## config.mk

```make
export PLATFORM = sky130hd
export DESIGN_NAME = sdmacTop
export DESIGN_NICKNAME = d
export VERILOG_FILES = /design/src/rtl/sdmacPkg.sv /design/src/rtl/dmacRegs.sv /design/src/rtl/scsiPortSm.sv /design/src/rtl/packFifo.sv /design/src/rtl/busMasterSm.sv /design/src/rtl/sdmacTop.sv
export VERILOG_INCLUDE_DIRS = /design/src /design/src/rtl
export SDC_FILE = /design/constraint.sdc
export NUM_CORES = 1
export LEC_CHECK = 0
export BUFFER_PORTS_ARGS = -buffer_cell sky130_fd_sc_hd__buf_2
export CORE_ASPECT_RATIO = 1.1
export CORE_MARGIN = 2
export CORE_UTILIZATION = 59
export CTS_BUF_LIST = sky130_fd_sc_hd__clkbuf_16
export CTS_CLUSTER_SIZE = 30
export DETAILED_ROUTE_END_ITERATION = 6
export PLACE_DENSITY = 0.86
export SETUP_SLACK_MARGIN = 0.2
export SLEW_MARGIN = 20
export SYNTH_ARGS = -nofsm -noshare
export SYNTH_HDL_FRONTEND = slang
export SYNTH_SLANG_ARGS = --single-unit
```

## constraint.sdc

```tcl
create_clock -name nSCLK -period 5.4 [get_ports nSCLK]
set_input_delay 0.54 -clock nSCLK [delete_from_list [all_inputs] [get_ports nSCLK]]
set_output_delay 0.54 -clock nSCLK [all_outputs]
set_load 0.05 [all_outputs]
```

## src/rtl/sdmac_defs.svh

```systemverilog
/* SCSI DMA controller constants
   FIFO sizing, strobe timing and the CPU register map */
`ifndef SDMAC_DEFS_SVH
`define SDMAC_DEFS_SVH

// Longword entries in the packing FIFO, also the bus-master credit count
`define SDMAC_FIFO_DEPTH 4

// Width of the byte count register
`define SDMAC_CNT_W 16

// Cycles the SCSI read strobe stays active
`define SDMAC_IO_CYCLES 2

// Register word addresses
`define SDMAC_REG_CTRL   3'd0
`define SDMAC_REG_BASE   3'd1
`define SDMAC_REG_COUNT  3'd2
`define SDMAC_REG_STATUS 3'd3

`endif

```

## src/rtl/sdmacPkg.sv

```systemverilog
/* SCSI DMA controller shared types
   Bundles passed between the register block, sequencers and packing FIFO */
`default_nettype none

`include "sdmac_defs.svh"

package sdmacPkg;

    // CPU register access
    typedef struct packed {
        logic        valid;
        logic        write;
        logic [2:0]  addr;   // Word address
        logic [31:0] wdata;
    } cpuReqT;

    // Transfer setup seen by the datapath
    typedef struct packed {
        logic                    enable;
        logic [31:0]             base;   // Destination byte address
        logic [`SDMAC_CNT_W-1:0] count;  // Bytes to move
    } dmaCfgT;

    // One byte from the SCSI port
    typedef struct packed {
        logic       valid;
        logic [7:0] data;
        logic       last;  // Final byte of the transfer
    } byteBeatT;

    // One packed longword, first byte in 31:24
    typedef struct packed {
        logic        valid;
        logic [31:0] data;
        logic [3:0]  be;   // be[3] covers bits 31:24
    } lwordT;

endpackage

`default_nettype wire

```

## src/rtl/dmacRegs.sv

```systemverilog
/* DMA register block
   CTRL, BASE, COUNT and STATUS registers with done flag and interrupt */
`timescale 1ns/1ps
`default_nettype none

`include "sdmac_defs.svh"

module dmacRegs (
    input  wire                   nSCLK,
    input  wire                   arstN_i,
    input  wire sdmacPkg::cpuReqT cpuReq_i,
    output logic [31:0]           cpuRdData_o,
    input  wire                   lastWordDone_i,
    output sdmacPkg::dmaCfgT      cfg_o,
    output logic                  intr_o
);

    logic                    enable;
    logic                    intEn;
    logic                    done;
    logic                    busy;
    logic [31:0]             baseAddr;
    logic [`SDMAC_CNT_W-1:0] byteCount;
    logic                    wrEn;

    assign wrEn = cpuReq_i.valid & cpuReq_i.write;

    always_ff @(posedge nSCLK or negedge arstN_i) begin
        if (!arstN_i) begin
            enable    <= 1'b0;
            intEn     <= 1'b0;
            done      <= 1'b0;
            busy      <= 1'b0;
            baseAddr  <= '0;
            byteCount <= '0;
        end else begin
            if (wrEn) begin
                case (cpuReq_i.addr)
                    `SDMAC_REG_CTRL: begin
                        enable <= cpuReq_i.wdata[0];
                        intEn  <= cpuReq_i.wdata[1];
                        if (cpuReq_i.wdata[0]) begin  // Start of a transfer
                            done <= 1'b0;
                            busy <= 1'b1;
                        end
                    end
                    `SDMAC_REG_BASE:   baseAddr  <= cpuReq_i.wdata;
                    `SDMAC_REG_COUNT:  byteCount <= cpuReq_i.wdata[`SDMAC_CNT_W-1:0];
                    `SDMAC_REG_STATUS: if (cpuReq_i.wdata[0]) done <= 1'b0;  // W1C
                    default: ;
                endcase
            end
            // Completion wins, enable must be rewritten for the next run
            if (lastWordDone_i) begin
                done   <= 1'b1;
                busy   <= 1'b0;
                enable <= 1'b0;
            end
        end
    end

    always_comb begin
        cpuRdData_o = 32'h0;
        if (cpuReq_i.valid && !cpuReq_i.write) begin
            case (cpuReq_i.addr)
                `SDMAC_REG_CTRL:   cpuRdData_o = {30'h0, intEn, enable};
                `SDMAC_REG_BASE:   cpuRdData_o = baseAddr;
                `SDMAC_REG_COUNT:  cpuRdData_o = {{(32-`SDMAC_CNT_W){1'b0}}, byteCount};
                `SDMAC_REG_STATUS: cpuRdData_o = {30'h0, busy, done};
                default:           cpuRdData_o = 32'h0;
            endcase
        end
    end

    assign cfg_o.enable = enable;
    assign cfg_o.base   = baseAddr;
    assign cfg_o.count  = byteCount;

    assign intr_o = done & intEn;

endmodule

`default_nettype wire

```

## src/rtl/scsiPortSm.sv

```systemverilog
/* SCSI peripheral port sequencer
   Answers DREQ with DACK and read strobe, forwards bytes on a credit budget */
`timescale 1ns/1ps
`default_nettype none

`include "sdmac_defs.svh"

module scsiPortSm (
    input  wire                   nSCLK,
    input  wire                   arstN_i,
    input  wire sdmacPkg::dmaCfgT cfg_i,
    input  wire                   scsiDreq_i,
    input  wire [7:0]             scsiData_i,
    output logic                  scsiDack_o,
    output logic                  scsiRd_o,
    output sdmacPkg::byteBeatT    beat_o,
    input  wire                   byteCredit_i
);

    typedef enum logic [1:0] {sIdle, sStrobe, sRecover} stateT;

    localparam int IO_W    = $clog2(`SDMAC_IO_CYCLES + 1);
    localparam int CREDITS = 4;  // One per packing lane

    stateT                   state;
    logic [IO_W-1:0]         ioCnt;
    logic [`SDMAC_CNT_W-1:0] remaining;
    logic [2:0]              credits;
    logic                    enD;
    logic                    startOk;
    logic                    lastStrobe;

    // enD keeps the first enabled cycle out, remaining is loaded then
    assign startOk = cfg_i.enable & enD & (remaining != '0) & scsiDreq_i & (credits != 3'd0);
    assign lastStrobe = (state == sStrobe) && (ioCnt == IO_W'(`SDMAC_IO_CYCLES - 1));

    always_ff @(posedge nSCLK or negedge arstN_i) begin
        if (!arstN_i) begin
            state     <= sIdle;
            ioCnt     <= '0;
            remaining <= '0;
            credits   <= 3'(CREDITS);
            enD       <= 1'b0;
            beat_o    <= '0;
        end else begin
            enD          <= cfg_i.enable;
            beat_o.valid <= 1'b0;
            credits      <= credits + {2'b0, byteCredit_i} - {2'b0, lastStrobe};
            if (cfg_i.enable && !enD)
                remaining <= cfg_i.count;  // Enable rising edge
            case (state)
                sIdle: begin
                    ioCnt <= '0;
                    if (startOk) state <= sStrobe;
                end
                sStrobe: begin
                    if (lastStrobe) begin
                        state        <= sRecover;
                        ioCnt        <= '0;
                        beat_o.valid <= 1'b1;
                        beat_o.data  <= scsiData_i;
                        beat_o.last  <= (remaining == `SDMAC_CNT_W'(1));
                        remaining    <= remaining - 1'b1;
                    end else begin
                        ioCnt <= ioCnt + 1'b1;
                    end
                end
                sRecover: state <= startOk ? sStrobe : sIdle;  // One quiet cycle
                default: state <= sIdle;
            endcase
        end
    end

    assign scsiDack_o = (state == sStrobe);
    assign scsiRd_o   = (state == sStrobe);

endmodule

`default_nettype wire

```

## src/rtl/packFifo.sv

```systemverilog
/* Byte to longword packer with a longword ring buffer
   Big-endian lane fill, byte credits back to the sequencer, word credits in */
`timescale 1ns/1ps
`default_nettype none

`include "sdmac_defs.svh"

module packFifo (
    input  wire                     nSCLK,
    input  wire                     arstN_i,
    input  wire sdmacPkg::byteBeatT beat_i,
    output logic                    byteCredit_o,
    input  wire                     wordPop_i,
    output sdmacPkg::lwordT         word_o,
    input  wire                     wordCredit_i
);

    localparam int DEPTH = `SDMAC_FIFO_DEPTH;
    localparam int PTR_W = (DEPTH > 1) ? $clog2(DEPTH) : 1;
    localparam int CNT_W = $clog2(DEPTH + 1);

    logic [31:0]      packData;
    logic [3:0]       packBe;
    logic [1:0]       lanePtr;
    logic             packFull;    // Word closed, waiting for a slot
    logic [2:0]       packBytes;
    logic [2:0]       creditPend;  // Byte credits still owed
    logic [31:0]      memData [DEPTH];
    logic [3:0]       memBe [DEPTH];
    logic [PTR_W-1:0] wrPtr;
    logic [PTR_W-1:0] rdPtr;
    logic [CNT_W-1:0] availCnt;    // Pushed, not yet popped
    logic [CNT_W-1:0] usedCnt;     // Pushed, not yet freed
    logic             push;

    function automatic logic [PTR_W-1:0] nextPtr(input logic [PTR_W-1:0] p);
        return (p == PTR_W'(DEPTH - 1)) ? '0 : p + 1'b1;
    endfunction

    assign push = packFull && (usedCnt < CNT_W'(DEPTH));

    // Lane data, first byte of a word clears the lower lanes
    always_ff @(posedge nSCLK) begin
        if (beat_i.valid) begin
            if (lanePtr == 2'd0)
                packData <= {beat_i.data, 24'h0};
            else
                packData[8*(3-lanePtr) +: 8] <= beat_i.data;
        end
    end

    always_ff @(posedge nSCLK or negedge arstN_i) begin
        if (!arstN_i) begin
            lanePtr    <= '0;
            packFull   <= 1'b0;
            packBe     <= '0;
            packBytes  <= '0;
            creditPend <= '0;
        end else begin
            creditPend <= creditPend - {2'b0, creditPend != 3'd0} + (push ? packBytes : 3'd0);
            if (push)
                packFull <= 1'b0;
            if (beat_i.valid) begin
                lanePtr <= lanePtr + 1'b1;
                if (lanePtr == 2'd3 || beat_i.last) begin  // Full or tail word
                    packFull  <= 1'b1;
                    packBe    <= 4'hf << (2'd3 - lanePtr);
                    packBytes <= {1'b0, lanePtr} + 3'd1;
                    lanePtr   <= '0;
                end
            end
        end
    end

    assign byteCredit_o = (creditPend != 3'd0);

    always_ff @(posedge nSCLK) begin
        if (push) begin
            memData[wrPtr] <= packData;
            memBe[wrPtr]   <= packBe;
        end
    end

    always_ff @(posedge nSCLK or negedge arstN_i) begin
        if (!arstN_i) begin
            wrPtr    <= '0;
            rdPtr    <= '0;
            availCnt <= '0;
            usedCnt  <= '0;
        end else begin
            if (push)
                wrPtr <= nextPtr(wrPtr);
            if (wordPop_i)
                rdPtr <= nextPtr(rdPtr);
            availCnt <= availCnt + CNT_W'(push) - CNT_W'(wordPop_i);
            usedCnt  <= usedCnt + CNT_W'(push) - CNT_W'(wordCredit_i);  // Freed on bus ack
        end
    end

    assign word_o.valid = (availCnt != '0);
    assign word_o.data  = memData[rdPtr];
    assign word_o.be    = memBe[rdPtr];

endmodule

`default_nettype wire

```

## src/rtl/busMasterSm.sv

```systemverilog
/* System bus master
   Requests the bus and writes FIFO longwords to memory at rising addresses */
`timescale 1ns/1ps
`default_nettype none

`include "sdmac_defs.svh"

module busMasterSm (
    input  wire                   nSCLK,
    input  wire                   arstN_i,
    input  wire sdmacPkg::dmaCfgT cfg_i,
    input  wire sdmacPkg::lwordT  word_i,
    output logic                  wordPop_o,
    output logic                  wordCredit_o,
    output logic                  busReq_o,
    input  wire                   busGnt_i,
    output logic [31:0]           busAddr_o,
    output logic [31:0]           busData_o,
    output logic [3:0]            busBe_o,
    output logic                  busWr_o,
    input  wire                   busAck_i,
    output logic                  lastWordDone_o
);

    typedef enum logic [1:0] {sIdle, sRequest, sWrite, sRelease} stateT;

    localparam int CR_W = $clog2(`SDMAC_FIFO_DEPTH + 1);
    localparam int BC_W = `SDMAC_CNT_W + 1;

    stateT           state;
    logic [CR_W-1:0] credits;
    logic [31:0]     dataQ;
    logic [3:0]      beQ;
    logic [BC_W-1:0] bytesDone;
    logic [BC_W-1:0] bytesNext;
    logic [2:0]      beBytes;
    logic            enD;
    logic            canPop;
    logic            ackNow;

    assign canPop = word_i.valid && (credits != '0) && busGnt_i;
    assign ackNow = (state == sWrite) && busAck_i;

    always_comb begin
        wordPop_o = 1'b0;
        case (state)
            sRequest: wordPop_o = canPop;
            sWrite:   wordPop_o = busAck_i && canPop;  // Back-to-back write
            sRelease: wordPop_o = canPop;
            default:  wordPop_o = 1'b0;
        endcase
    end

    assign beBytes   = {2'b0, beQ[3]} + {2'b0, beQ[2]} + {2'b0, beQ[1]} + {2'b0, beQ[0]};
    assign bytesNext = bytesDone + BC_W'(beBytes);

    // Tail word or the byte count reached
    assign lastWordDone_o = ackNow && ((beQ != 4'hf) || (bytesNext >= BC_W'(cfg_i.count)));
    assign wordCredit_o   = ackNow;

    always_ff @(posedge nSCLK) begin
        if (wordPop_o) begin
            dataQ <= word_i.data;
            beQ   <= word_i.be;
        end
    end

    always_ff @(posedge nSCLK or negedge arstN_i) begin
        if (!arstN_i) begin
            state     <= sIdle;
            credits   <= CR_W'(`SDMAC_FIFO_DEPTH);
            busAddr_o <= '0;
            bytesDone <= '0;
            enD       <= 1'b0;
        end else begin
            enD     <= cfg_i.enable;
            credits <= credits - CR_W'(wordPop_o) + CR_W'(ackNow);
            if (cfg_i.enable && !enD) begin  // New transfer
                busAddr_o <= cfg_i.base;
                bytesDone <= '0;
            end else if (ackNow) begin
                busAddr_o <= busAddr_o + 32'd4;
                bytesDone <= bytesNext;
            end
            case (state)
                sIdle:    if (word_i.valid) state <= sRequest;
                sRequest: if (wordPop_o) state <= sWrite;
                sWrite:   if (busAck_i) state <= wordPop_o ? sWrite : sRelease;
                sRelease: state <= wordPop_o ? sWrite : sIdle;  // Hold request one cycle
                default:  state <= sIdle;
            endcase
        end
    end

    assign busReq_o  = (state != sIdle);
    assign busWr_o   = (state == sWrite);
    assign busData_o = dataQ;
    assign busBe_o   = beQ;

endmodule

`default_nettype wire

```

## src/rtl/sdmacTop.sv

```systemverilog
/* SCSI DMA controller top level
   Registers, SCSI port sequencer, packing FIFO and bus master */
`timescale 1ns/1ps
`default_nettype none

module sdmacTop (
    input  wire                   nSCLK,
    input  wire                   arstN_i,
    input  wire sdmacPkg::cpuReqT cpuReq_i,
    output wire [31:0]            cpuRdData_o,
    output wire                   intr_o,
    input  wire                   scsiDreq_i,
    input  wire [7:0]             scsiData_i,
    output wire                   scsiDack_o,
    output wire                   scsiRd_o,
    output wire                   busReq_o,
    input  wire                   busGnt_i,
    output wire [31:0]            busAddr_o,
    output wire [31:0]            busData_o,
    output wire [3:0]             busBe_o,
    output wire                   busWr_o,
    input  wire                   busAck_i
);

    sdmacPkg::dmaCfgT   cfg;
    sdmacPkg::byteBeatT beat;
    sdmacPkg::lwordT    word;
    wire                byteCredit;
    wire                wordPop;
    wire                wordCredit;
    wire                lastWordDone;

    dmacRegs uRegs (
        .nSCLK          (nSCLK),
        .arstN_i        (arstN_i),
        .cpuReq_i       (cpuReq_i),
        .cpuRdData_o    (cpuRdData_o),
        .lastWordDone_i (lastWordDone),
        .cfg_o          (cfg),
        .intr_o         (intr_o)
    );

    scsiPortSm uScsi (
        .nSCLK        (nSCLK),
        .arstN_i      (arstN_i),
        .cfg_i        (cfg),
        .scsiDreq_i   (scsiDreq_i),
        .scsiData_i   (scsiData_i),
        .scsiDack_o   (scsiDack_o),
        .scsiRd_o     (scsiRd_o),
        .beat_o       (beat),
        .byteCredit_i (byteCredit)
    );

    packFifo uFifo (
        .nSCLK        (nSCLK),
        .arstN_i      (arstN_i),
        .beat_i       (beat),
        .byteCredit_o (byteCredit),
        .wordPop_i    (wordPop),
        .word_o       (word),
        .wordCredit_i (wordCredit)
    );

    busMasterSm uBus (
        .nSCLK          (nSCLK),
        .arstN_i        (arstN_i),
        .cfg_i          (cfg),
        .word_i         (word),
        .wordPop_o      (wordPop),
        .wordCredit_o   (wordCredit),
        .busReq_o       (busReq_o),
        .busGnt_i       (busGnt_i),
        .busAddr_o      (busAddr_o),
        .busData_o      (busData_o),
        .busBe_o        (busBe_o),
        .busWr_o        (busWr_o),
        .busAck_i       (busAck_i),
        .lastWordDone_o (lastWordDone)
    );

endmodule

`default_nettype wire

```

==> results.cfg <==
[drt]
first_iter_violations = 1297
dr.pass1.iters = 6
drcViolationCount = 0
ant_nets = 0
via_per_inst = 6.07
wl_mm = 37.3
routedWlPerCell_um = 20.9
vias = 10900

[final_layout]
nets = 1501
areaGrowthSynthToFinish_pct = 14.5
layout-drive-gt1-share_pct = 21.9
nFillCells = 1799
most-common-layout-cells = edfxtp_1, dfrtp_1, buf_2, nand2_1, nor2_1
diodes = 0
final_common_cell = edfxtp_1
stdcell_area_um2 = 18800

[sta]
rsz0062_at_grt = no
whs_ps = 148
achievable-frequency_mhz = 258
setup_total_negative_slack_ps = 0
final-setup-viol-count = 0
maxSlewViolCount = 0
maxSlewHeadroom_pct = 25.7
fin_skew_ps = 31.3
worstMarginPinSlew_ps = 1120
fin_crit_sh_pct = 71.7
fin_crit_ps = 3870
finalHoldViolCount = 0
fin_ws_ps = 1530

[job]
max_cap_violations = 0

[global_routing]
antenna_found_initial = 0
first_global_vias = 10800
grt_max_degree = 122
met1_usage_pct = 32.7
gr-usage-met3_pct = 4.16
grt_overflow = 0
grt_usage_pct = 25.9
grtUsageMet2_pct = 44.6
grt-busiest-layer = met2
grt_pass1_wl_mm = 58.3

[synthesis]
synth_edf_count = 212
netlist_instances = 1243
synth_compound_area_share_pct = 5.70
synth_area_um2 = 16400
syn-num-nets = 1347
synth_xor_area_share_pct = 3.63
syn_avg_cell_area_um2 = 13.2
ys.flop_type = edfxtp_1
synth.area.mux_share_pct = 7.87
ys_ff_latch = 374
synth-adder-area-share_pct = 4.43
ys_types = 67
synth-simple-area-share_pct = 12.3
synth_top_family_by_area = simple AND/OR/NAND/NOR gates
async_reset_ff_share_pct = 43.3
synthTopCellsByArea = edfxtp_1, dfrtp_1, mux4_2
synth_largest_area_cell = edfxtp_1
yosysSeqAreaShare_pct = 63.5
synth_top_cell_area_share_pct = 38.8
yosys_warnings = 0

[pwr]
internal_power_w = 0.00513
power_frac_seq_pct = 48.3
power_frac_clock_pct = 34.6
powerDensity_nw_per_um2 = 396
swShare_pct = 31.1
power.switching_w = 0.00231
ir_drop_mv = 0.368
leakage_nw = 7.35
comb_power_share_pct = 17.1

[cts]
cts_resized = 0
cts_buffers = 37
cts_root_buf = clkbuf_16
clkSinkCount = 374
hold_buffers = 0
cts_setup_buffers = 0
clk_path_buf_depth = 3
clkTransAtPathRegs_ps = 60
htreeDepth = 2
cts_tree = yes
clock_latency_ps = 550

[place]
hpwl_mm = 23.4
pre_cts_ws_ps = 1520
postPlaceCellArea_um2 = 17600
io_buffers = 154
routabilityCongestion = 0.890

[worst_setup_path]
path_cells = ha_1 -> inv_1 -> fa_1 -> inv_1 -> ha_1 -> ha_1 -> a21o_1 -> a21oi_1 -> buf_4 -> or2_1 -> nor2_1 -> xor2_1 -> ha_1 -> nand4_1 -> nor3_1 -> nand2_1 -> o21ai_0 -> nor3_1
crit-reg2reg-launch = uBus.busBe_o[3]
ff2ff_setup_slack_ps = 1530
ff2ff_path_depth = 18
worstPathRequired_ps = 5820
critPathMaxFanout = 11
start_kind = flop
crit_path_frequent_cell = ha_1
crit_type = flop to flop
slowest_delay_ps = 400
r2r_end = uRegs.enable
worstPathArrival_ps = 4290
critPathSlowestCell = edfxtp_1
end_kind = flop

[floorplanning]
core-area_um2 = 27600
rows = 64
pin_count = 155
dieWidth_um = 163
die_h_um = 179
die_area_um2 = 29200
start_util_pct = 59.4

[outcome]
status = complete, no violations

[worst_hold_path]
hold_class = primary input to async pin
-- worst max-delay path by stage --
stage / startpoint / end / cells after the start
after floorplan: busAck_i / uFifo.availCnt[2] / 12
final: uBus.busBe_o[3] / uRegs.enable / 18
after detailed placement: uBus.busBe_o[3] / uRegs.done / 18
after global placement: uBus.busBe_o[2] / uRegs.enable / 18
after global routing: uBus.busBe_o[3] / uRegs.busy / 18
after CTS: uBus.busBe_o[3] / uRegs.done / 18
-- routing by layer --
metal	vias to the layer above	part of all wire [%]
met5	-	0
met4	0	4.2
met3	125	7.8
met2	585	50
met1	5372	38
li1	4770	-
-- cell type report --
type / count / area [um2] / share of cell area, %
well taps: 363 / 454 / 2.42
flip-flops and latches: 374 / 10400 / 55.4
multi-input cells: 760 / 5590 / 29.7
repair buffers: 169 / 892 / 4.74
clock inverters: 30 / 287 / 1.52
inverters: 55 / 206 / 1.10
clock buffers: 38 / 951 / 5.06
-- cells in the mapped netlist, types with 36 or more instances --
library cell	instances
edfxtp_1	212
dfrtp_1	160
nand2_1	138
nor2_1	86
inv_1	54
ha_1	47
a21oi_1	45
o21ai_0	44
clkbuf_1	43
xnor2_1	40
mux4_2	38
mux2_2	36
-- flip-flops by register name, summed over array words and instances, names as in the netlist, 3 cells and up --
register	count
uScsi.remaining	16
uBus.credits	3
uFifo.memData	128
uScsi.credits	3
uRegs.byteCount	16
uFifo.packData	32
uBus.bytesDone	17
uScsi.beat_o	10
uFifo.creditPend	3
uFifo.usedCnt	3
uRegs.baseAddr	32
uFifo.memBe	16
uFifo.packBytes	3
uFifo.availCnt	3
uFifo.packBe	3
uBus.busAddr_o	32
uBus.busBe_o	4
uBus.busData_o	32
-- power groups by stage --
stage	registers, W	logic (W)	clock network, W
2_1_floorplan	0.00396	0.000509	0
3_3_place_gp	0.00361	0.00120	0
5_1_grt	0.00362	0.00136	0.00272
6_report	0.00359	0.00127	0.00258
4_1_cts	0.00358	0.00127	0.00260
3_5_place_dp	0.00362	0.00124	0
-- metrics by stage --
step	util (%)	total power, W	cells
3_5_place_dp	63.6	0.00487	1721
3_3_place_gp	63.6	0.00481	1721
6_report	68.1	0.00744	1789
2_1_floorplan	-	0.00447	1243
5_1_grt	68.1	0.00770	1789
4_1_cts	68.1	0.00745	1789
-- critical path: cells and delay by family (launching register included) --
kind            cells  cell delay, ps
fa+ha+maj           5            1490
buf+inv             3             310
xor+xnor            1             140
flops               1             400
simple gates        6             820
compound gates      3             610
-- cell families (layout without fill, tap and decap cells) --
family          Yosys count  in the layout
simple gates            403            403
mux                      77             77
compound gates          158            158
flops                   374            374
xor+xnor                 68             68
buf+inv                 109            292
fa+ha+maj                54             54
(Power assumes the default switching activity.)
